--- config.mk ---
export PLATFORM = sky130hd
export DESIGN_NAME = ddcChannel
export DESIGN_NICKNAME = d
export VERILOG_FILES = /design/src/hw/ddcPkg.sv /design/src/hw/cicDecimator.sv /design/src/hw/ddcChannel.sv /design/src/hw/gainRegs.sv /design/src/hw/mpy18x18.sv /design/src/hw/variableGain.sv
export VERILOG_INCLUDE_DIRS = /design/src /design/src/include
export SDC_FILE = /design/constraint.sdc
export NUM_CORES = 2
export LEC_CHECK = 0
export BUFFER_PORTS_ARGS = -buffer_cell sky130_fd_sc_hd__buf_4
export CORE_MARGIN = 2
export CORE_UTILIZATION = 35
export CTS_CLUSTER_SIZE = 24
export DETAILED_ROUTE_END_ITERATION = 10
export PLACE_DENSITY = 0.56
export SLEW_MARGIN = 40
export SYNTH_ARGS = -nofsm -noshare
export SYNTH_HDL_FRONTEND = slang
export SYNTH_SLANG_ARGS = --single-unit
--- constraint.sdc ---
create_clock -name clk -period 8.95 [get_ports clk]
set_input_delay 0.4475 -clock clk [delete_from_list [all_inputs] [get_ports clk]]
set_output_delay 0.4475 -clock clk [all_outputs]
set_load 0.05 [all_outputs]
--- src/include/ddc_consts.svh ---
`ifndef DDC_CONSTS_SVH
`define DDC_CONSTS_SVH

// Datapath widths.
`define SAMPLE_WIDTH        24
`define ACC_WIDTH           48
`define OUT_WIDTH           18

// CIC shape, DC gain is DECIM_RATE ** CIC_ORDER = 2^18.
`define DECIM_RATE          64
`define CIC_ORDER           3

// Gain fields.
`define MANT_WIDTH          16
`define EXP_WIDTH           4

// Symmetric 18 bit output range.
`define SAT_POS             18'h1FFFF
`define SAT_NEG             18'h20001

// Register bus.
`define REG_DATA_WIDTH      16
`define REG_ADDR_WIDTH      2
`define REG_ADDR_GAIN_EXP   2'd0
`define REG_ADDR_GAIN_MANT  2'd1
`define REG_ADDR_STATUS     2'd2

`endif

--- src/hw/ddcPkg.sv ---
`include "ddc_consts.svh"

package ddcPkg;

    //////////////////////////////////////////////////////////////////////
    // Gain setting
    //////////////////////////////////////////////////////////////////////

    typedef struct packed {
        logic [`EXP_WIDTH-1:0]  exponent;   // Power of two shift.
        logic [`MANT_WIDTH-1:0] mantissa;   // Fraction in 1 + m/65536.
    } gainSetting;

    //////////////////////////////////////////////////////////////////////
    // Register bus
    //////////////////////////////////////////////////////////////////////

    typedef enum logic [`REG_ADDR_WIDTH-1:0] {
        REG_GAIN_EXP  = `REG_ADDR_GAIN_EXP,
        REG_GAIN_MANT = `REG_ADDR_GAIN_MANT,
        REG_STATUS    = `REG_ADDR_STATUS    // Active exponent, read only.
    } regAddr;

    // One request per cycle, write and read are single-clock strobes.
    typedef struct packed {
        logic                       wrEn;
        logic                       rdEn;
        regAddr                     addr;
        logic [`REG_DATA_WIDTH-1:0] wrData;
    } regBusReq;

endpackage

--- src/hw/cicDecimator.sv ---
`timescale 1ns/1ps
`include "ddc_consts.svh"

module cicDecimator (
    input  logic                        clk,
    input  logic                        reset,
    input  logic                        sampleEn,
    input  logic [`SAMPLE_WIDTH-1:0]    sampleIn,
    output logic [`ACC_WIDTH-1:0]       cicOut,
    output logic                        cicOutEn
);

    localparam int PhaseWidth = $clog2(`DECIM_RATE);
    localparam int ExtWidth   = `ACC_WIDTH - `SAMPLE_WIDTH;

    logic [PhaseWidth-1:0]  phase;
    logic                   decimStrobe;
    logic [`ACC_WIDTH-1:0]  sampleExt;
    logic [`ACC_WIDTH-1:0]  integ   [`CIC_ORDER];
    logic [`ACC_WIDTH-1:0]  combIn  [`CIC_ORDER];
    logic [`ACC_WIDTH-1:0]  combDly [`CIC_ORDER];
    logic [`ACC_WIDTH-1:0]  combResult;

    assign sampleExt   = {{ExtWidth{sampleIn[`SAMPLE_WIDTH-1]}}, sampleIn};
    assign decimStrobe = sampleEn && (phase == PhaseWidth'(`DECIM_RATE - 1));

    //////////////////////////////////////////////////////////////////////
    // Input rate side
    //////////////////////////////////////////////////////////////////////

    always_ff @(posedge clk) begin
        if (reset) begin
            phase <= '0;
        end else if (sampleEn) begin
            if (decimStrobe) begin
                phase <= '0;
            end else begin
                phase <= phase + 1'b1;
            end
        end
    end

    // Integrators wrap at 48 bits; the combs undo the wrap.
    always_ff @(posedge clk) begin
        if (reset) begin
            for (int i = 0; i < `CIC_ORDER; i++) begin
                integ[i] <= '0;
            end
        end else if (sampleEn) begin
            integ[0] <= integ[0] + sampleExt;
            for (int i = 1; i < `CIC_ORDER; i++) begin
                integ[i] <= integ[i] + integ[i-1];
            end
        end
    end

    //////////////////////////////////////////////////////////////////////
    // Decimated side
    //////////////////////////////////////////////////////////////////////

    // Comb chain settles within the strobe cycle.
    always_comb begin
        logic [`ACC_WIDTH-1:0] acc;
        acc = integ[`CIC_ORDER-1];
        for (int i = 0; i < `CIC_ORDER; i++) begin
            combIn[i] = acc;
            acc = acc - combDly[i];
        end
        combResult = acc;
    end

    always_ff @(posedge clk) begin
        if (reset) begin
            for (int i = 0; i < `CIC_ORDER; i++) begin
                combDly[i] <= '0;
            end
            cicOut   <= '0;
            cicOutEn <= 1'b0;
        end else begin
            cicOutEn <= decimStrobe;            // Pulse with the new result.
            if (decimStrobe) begin
                for (int i = 0; i < `CIC_ORDER; i++) begin
                    combDly[i] <= combIn[i];
                end
                cicOut <= combResult;           // Held until the next strobe.
            end
        end
    end

endmodule

--- src/hw/ddcChannel.sv ---
`timescale 1ns/1ps
`include "ddc_consts.svh"

module ddcChannel import ddcPkg::*; (
    input  logic                        clk,
    input  logic                        reset,
    input  logic                        sampleEn,
    input  logic [`SAMPLE_WIDTH-1:0]    sampleIn,
    input  regBusReq                    regReq,
    output logic [`REG_DATA_WIDTH-1:0]  regReadData,
    output logic [`OUT_WIDTH-1:0]       gainOut,
    output logic                        gainOutEn
);

    logic [`ACC_WIDTH-1:0]  cicOut;
    logic                   cicOutEn;
    gainSetting             activeGain;

    // Gain registers, applied on each decimated sample.
    gainRegs u_gainRegs (
        .clk         (clk),
        .reset       (reset),
        .regReq      (regReq),
        .apply       (cicOutEn),
        .regReadData (regReadData),
        .activeGain  (activeGain)
    );

    cicDecimator u_cicDecimator (
        .clk      (clk),
        .reset    (reset),
        .sampleEn (sampleEn),
        .sampleIn (sampleIn),
        .cicOut   (cicOut),
        .cicOutEn (cicOutEn)
    );

    // Runs at the decimated rate.
    variableGain u_variableGain (
        .clk    (clk),
        .clkEn  (cicOutEn),
        .reset  (reset),
        .gain   (activeGain),
        .din    (cicOut),
        .dout   (gainOut),
        .doutEn (gainOutEn)
    );

endmodule

--- src/hw/gainRegs.sv ---
`timescale 1ns/1ps
`include "ddc_consts.svh"

module gainRegs import ddcPkg::*; (
    input  logic                        clk,
    input  logic                        reset,
    input  regBusReq                    regReq,
    input  logic                        apply,
    output logic [`REG_DATA_WIDTH-1:0]  regReadData,
    output gainSetting                  activeGain
);

    localparam int ExpPad = `REG_DATA_WIDTH - `EXP_WIDTH;

    gainSetting shadowGain;

    // Bus writes go to the shadow copy.
    // The active copy only moves on a decimated-sample strobe.
    always_ff @(posedge clk) begin
        if (reset) begin
            shadowGain <= '0;
            activeGain <= '0;
        end else begin
            if (regReq.wrEn) begin
                case (regReq.addr)
                    REG_GAIN_EXP: begin
                        shadowGain.exponent <= regReq.wrData[`EXP_WIDTH-1:0];
                    end
                    REG_GAIN_MANT: begin
                        shadowGain.mantissa <= regReq.wrData[`MANT_WIDTH-1:0];
                    end
                    default: begin
                    end                                 // Status is read only.
                endcase
            end
            if (apply) begin
                activeGain <= shadowGain;               // Gain changes between samples.
            end
        end
    end

    // Readback, data valid the cycle after the strobe.
    always_ff @(posedge clk) begin
        if (regReq.rdEn) begin
            case (regReq.addr)
                REG_GAIN_EXP: begin
                    regReadData <= {{ExpPad{1'b0}}, shadowGain.exponent};
                end
                REG_GAIN_MANT: begin
                    regReadData <= shadowGain.mantissa;
                end
                REG_STATUS: begin
                    regReadData <= {{ExpPad{1'b0}}, activeGain.exponent};
                end
                default: begin
                    regReadData <= '0;
                end
            endcase
        end
    end

endmodule

--- src/hw/mpy18x18.sv ---
`timescale 1ns/1ps

module mpy18x18 (
    input  logic                clk,
    input  logic signed [17:0]  a,
    input  logic signed [17:0]  b,
    output logic signed [35:0]  p
);

    logic signed [35:0] product;

    // Maps onto a single DSP multiplier with its output register.
    assign product = a * b;

    always_ff @(posedge clk) begin
        p <= product;                           // One clock of latency.
    end

endmodule

--- src/hw/variableGain.sv ---
`timescale 1ns/1ps
`include "ddc_consts.svh"

module variableGain import ddcPkg::*; (
    input  logic                        clk,
    input  logic                        clkEn,
    input  logic                        reset,
    input  gainSetting                  gain,
    input  logic [`ACC_WIDTH-1:0]       din,
    output logic [`OUT_WIDTH-1:0]       dout,
    output logic                        doutEn
);

    localparam int ProdMsb  = 2 * `OUT_WIDTH - 1;
    localparam int ScalePad = `OUT_WIDTH - `MANT_WIDTH - 1;

    logic                           sign;
    logic [`ACC_WIDTH-1:0]          shiftedDin;
    logic signed [`ACC_WIDTH-1:0]   restoredDin;
    logic                           overflow;
    logic [`OUT_WIDTH-1:0]          dataBits;
    logic                           satPos;
    logic                           satNeg;
    logic [`MANT_WIDTH-1:0]         mant1;
    logic [`MANT_WIDTH-1:0]         mant2;
    logic signed [`OUT_WIDTH-1:0]   shift;
    logic signed [`OUT_WIDTH-1:0]   scale;
    logic signed [ProdMsb:0]        scaledValue;
    logic [2:0]                     prodTop;
    logic [1:0]                     enPipe;

    //////////////////////////////////////////////////////////////////////
    // Saturating shifter
    //////////////////////////////////////////////////////////////////////

    assign sign        = din[`ACC_WIDTH-1];
    assign shiftedDin  = din << gain.exponent;
    assign restoredDin = $signed(shiftedDin) >>> gain.exponent;
    assign overflow    = restoredDin != $signed(din);  // Lost bits differ from the sign.

    always_ff @(posedge clk) begin
        if (reset) begin
            dataBits <= '0;
            satPos   <= 1'b0;
            satNeg   <= 1'b0;
            mant1    <= '0;
            mant2    <= '0;
            shift    <= '0;
        end else if (clkEn) begin
            dataBits <= shiftedDin[`ACC_WIDTH-1 -: `OUT_WIDTH];
            satPos   <= overflow && !sign;
            satNeg   <= overflow && sign;
            mant1    <= gain.mantissa;          // Keep the mantissa paired with its exponent.
            mant2    <= mant1;
            if (satPos) begin
                shift <= `SAT_POS;
            end else if (satNeg) begin
                shift <= `SAT_NEG;
            end else begin
                shift <= dataBits;
            end
        end
    end

    //////////////////////////////////////////////////////////////////////
    // Mantissa scaling and output saturation
    //////////////////////////////////////////////////////////////////////

    // Scale is 1 + m/65536 in Q2.16.
    assign scale = {{ScalePad{1'b0}}, 1'b1, mant2};

    mpy18x18 gainScaler (
        .clk (clk),
        .a   (shift),
        .b   (scale),
        .p   (scaledValue)
    );

    assign prodTop = scaledValue[ProdMsb -: 3];

    always_ff @(posedge clk) begin
        if (reset) begin
            enPipe <= '0;
            doutEn <= 1'b0;
            dout   <= '0;
        end else begin
            enPipe <= {enPipe[0], clkEn};
            doutEn <= enPipe[1];                // Lines up with the new dout.
            if (enPipe[1]) begin
                if (prodTop[2] && (prodTop != 3'b111)) begin
                    dout <= `SAT_NEG;
                end else if (!prodTop[2] && (prodTop != 3'b000)) begin
                    dout <= `SAT_POS;
                end else begin
                    dout <= scaledValue[ProdMsb-2 -: `OUT_WIDTH];  // Truncate.
                end
            end
        end
    end

endmodule

==> run metrics <==
status=complete, no violations; GR Overflow Total=0; vias post-DR=32300; Non-Filler Instances=6526; count leader, synth=inv_1; Avg WL per Cell=15.0 um; Net Count, Synth=5576; Hold Fails Final Rpt=0; number of global-route vias before repair=32700; Period Utilization, post-route=81.1%; GR peak layer=met2; layout cell share with drive strength beyond 1=5.72%; Gates resized, CTS repair=0; root buf cell=clkbuf_16; R2R Setup Slk=1.69 ns; asr flop ratio synth=0%; Peak VDD IR=144 uV; met3 Use GR=1.78%; GP Congestion=0.853; Routed WL=97600 um; Worst Tran Pin Value=0.855 ns; RSZ-0062 raised after global routing=false; Pwr Total=8.43 mW; die area=0.130 mm2; r2r startpoint=u_cicDecimator.integ[0][100]; first-pass iteration count of the detailed router=5; Longest Clk Path Bufs=3; Layout Skew=0.0577 ns; Crit path arrival time=7.78 ns; Syn Inst Count=4846; initial drt markers=1544; Setup WS pre-CTS=1.66 ns; GR Util met1=20.4%; DR DRC count=0; Worst Hold Class=input port to flop; commonest cells in the netlist=inv_1, nand2_1, nor2_1; Period minus WS final=7.26 ns; Cell Area, Synth=0.0445 mm2; YS warnings=0; GR Util All Layers=15.2%; DP Area=0.0466 mm2; WHS Path Cells=3; worst-path fanout max=7; Rows=130; leading area contributor after synthesis=edfxtp_1; Buffers on Ports=81; antenna violations before repair=0; DR vias/cell=4.95; die span in y=361 um; f_max=138 MHz; top cells by area, synth=edfxtp_1, fa_1, ha_1, dfxtp_1, inv_1; Synth Register Bits=495; Distinct cells, synth=93; pin count of the biggest net entering global routing=94; Area Growth Syn to Fin=9.57%; Max Transition Viols Final=0; Setup Viol. Count Final=0; sequential fraction of the synthesis area=29.1%; clock sinks=495; met2 usage=25.9%; Clk pin slew, worst setup/hold paths=0.06 ns; P_leak=21.2 nW; P per Cell Area=173 mW/mm2; H-Tree Depth=2; critical path type=flop to flop; Setup TNS=0 ns; Core Area=0.126 mm2; RR Endpoint=u_cicDecimator.cicOut[47]; setup bufs post-CTS=0; area share of the largest cell type after synthesis=20.5%; HPWL after DPL=75100 um; FF/Latch Area=0.0130 mm2; cts hold-fix bufs=13; Slowest cell on crit path=edfxtp_1; n_diodes=0; worst path required time=9.47 ns; Finished Cell Area=0.0488 mm2; Syn Area/Cell=9.19 um2; number of synthesized flops with an enable pin=304; CTS buffer count=61; top_reg_cell synth=edfxtp_1; # IOs=82; CP startpoint kind=flop; area of the multi-input gates=0.0288 mm2; first-pass GRT wire length=166000 um; CTS tree=built; Max-slew headroom=42.9%; Filler cells=12600; Final ANT Viol Nets=0; final worst slack=1.69 ns; Max-Cap Viols=0; chip width=361 um; endpoint class of the critical path=flop; hold path start=regReq[8]; worst hold endpoint=u_gainRegs.shadowGain[8]; Clk Latency, worst-skew pair=0.70 ns; initial core utilization=35.4%; Largest stage delay, worst path=0.42 ns; dpl cells=6403; nets@finish=5559; R2R depth=31
[worst max-delay path by stage]
stage	from	endpoint	slack (ns)	cells past startpoint
after floorplan	u_cicDecimator.integ[0][100]	u_cicDecimator.cicOut[47]	2.28	35
after global placement	u_variableGain.mant2[9]	u_variableGain.gainScaler.p[35]	1.75	24
after detailed placement	u_variableGain.shift[12]	u_variableGain.gainScaler.p[35]	1.66	24
after CTS	u_variableGain.mant2[9]	u_variableGain.gainScaler.p[35]	1.63	24
after global routing	u_cicDecimator.integ[0][100]	u_cicDecimator.cicOut[47]	1.0	34
final	u_cicDecimator.integ[0][100]	u_cicDecimator.cicOut[47]	1.69	31
[worst max-delay path: cells and delay by family (launching register included)]
kind / cells / cell delay (ns)
muxes: 1 / 0.10
DFF: 1 / 0.42
adders and majority gates: 3 / 1.04
xor gates and xnor gates: 2 / 0.35
and+or+nand+nor: 4 / 0.88
AOI/OAI and AO/OA: 21 / 4.28
[flip-flops by register name, indices dropped and copies added (netlist names)]
name                         count
u_gainRegs.regReadData          16
u_cicDecimator.combDly         144
u_variableGain.shift            18
u_variableGain.enPipe            2
u_variableGain.gainScaler.p     20
u_variableGain.dout             18
u_cicDecimator.cicOutEn          1
u_cicDecimator.cicOut           33
u_variableGain.mant2            16
u_variableGain.doutEn            1
u_variableGain.satPos            1
u_cicDecimator.integ           144
u_variableGain.satNeg            1
u_variableGain.dataBits         18
u_cicDecimator.phase             6
u_gainRegs.shadowGain           20
u_variableGain.mant1            16
u_gainRegs.activeGain           20
[per-layer routing]
| metal | vias to the layer above | share of wire (%) |
|---|---|---|
| li1 | 16500 | - |
| met1 | 15200 | 48 |
| met2 | 453 | 47 |
| met3 | 141 | 2.9 |
| met4 | 0 | 2.3 |
| met5 | - | 0 |
[cell families (layout without fill, tap and decap cells)]
| kind of cell | Yosys count | count (layout) | synth area share [%] |
|---|---|---|---|
| simple gates | 1497 | 1497 | 16.2 |
| compound gates | 1012 | 1012 | 14.5 |
| buf+inv | 739 | 769 | 6.30 |
| fa+ha+maj | 683 | 683 | 24.5 |
| flops | 495 | 495 | 29.1 |
| xor+xnor | 273 | 273 | 5.40 |
| mux | 147 | 147 | 3.93 |
[layout make-up]
cell class	instances	share of cell area, %
Inverter	545	4.21
Clock buffer	82	3.39
Multi-Input combinational cell	3612	59.0
Timing Repair Buffer	114	1.85
Clock inverter	28	0.728
Tap cell	1650	4.23
Sequential cell	495	26.6
[cells in the final DEF (no fill, tap or decap), types with 10 or more instances in the layout]
cell type      instances
inv_1                541
nand2_1              441
nor2_1               384
ha_1                 368
a21oi_1              322
fa_1                 315
edfxtp_1             304
and2_1               232
o21ai_0              190
dfxtp_1              182
a21o_1               156
xnor2_1              152
xor2_1               120
mux2i_1              113
buf_4                 98
and3_1                84
nor2b_1               81
nand2b_1              68
clkbuf_16             61
nand3_1               59
nor3_1                46
o21bai_1              40
a211oi_1              40
nand4_1               37
o21a_1                36
a31oi_1               29
o22ai_1               24
mux4_2                18
o211ai_1              17
clkbuf_1              16
o21ai_1               15
o31ai_1               14
nor3b_1               13
dlygate4sd3_1         13
a21boi_0              12
mux2_2                12
or2_2                 11
a221o_1               10
a31o_2                10
[where the power goes]
part	total, mW	switching, mW	internal (mW)	leakage, nW
Clock	2.48	1.03	1.45	0.973
Sequential	2.66	0.0956	2.56	4.66
Combinational	3.30	1.90	1.40	15.5
[per-stage QoR]
stage	hold WS, ns	util [%]
floorplan	0.414	-
global placement	0.457	37.0
detailed placement	0.458	37.0
CTS	0.00106	38.7
global route	0.0217	38.8
finish	0.0501	38.8
(Power assumes the default switching activity.)
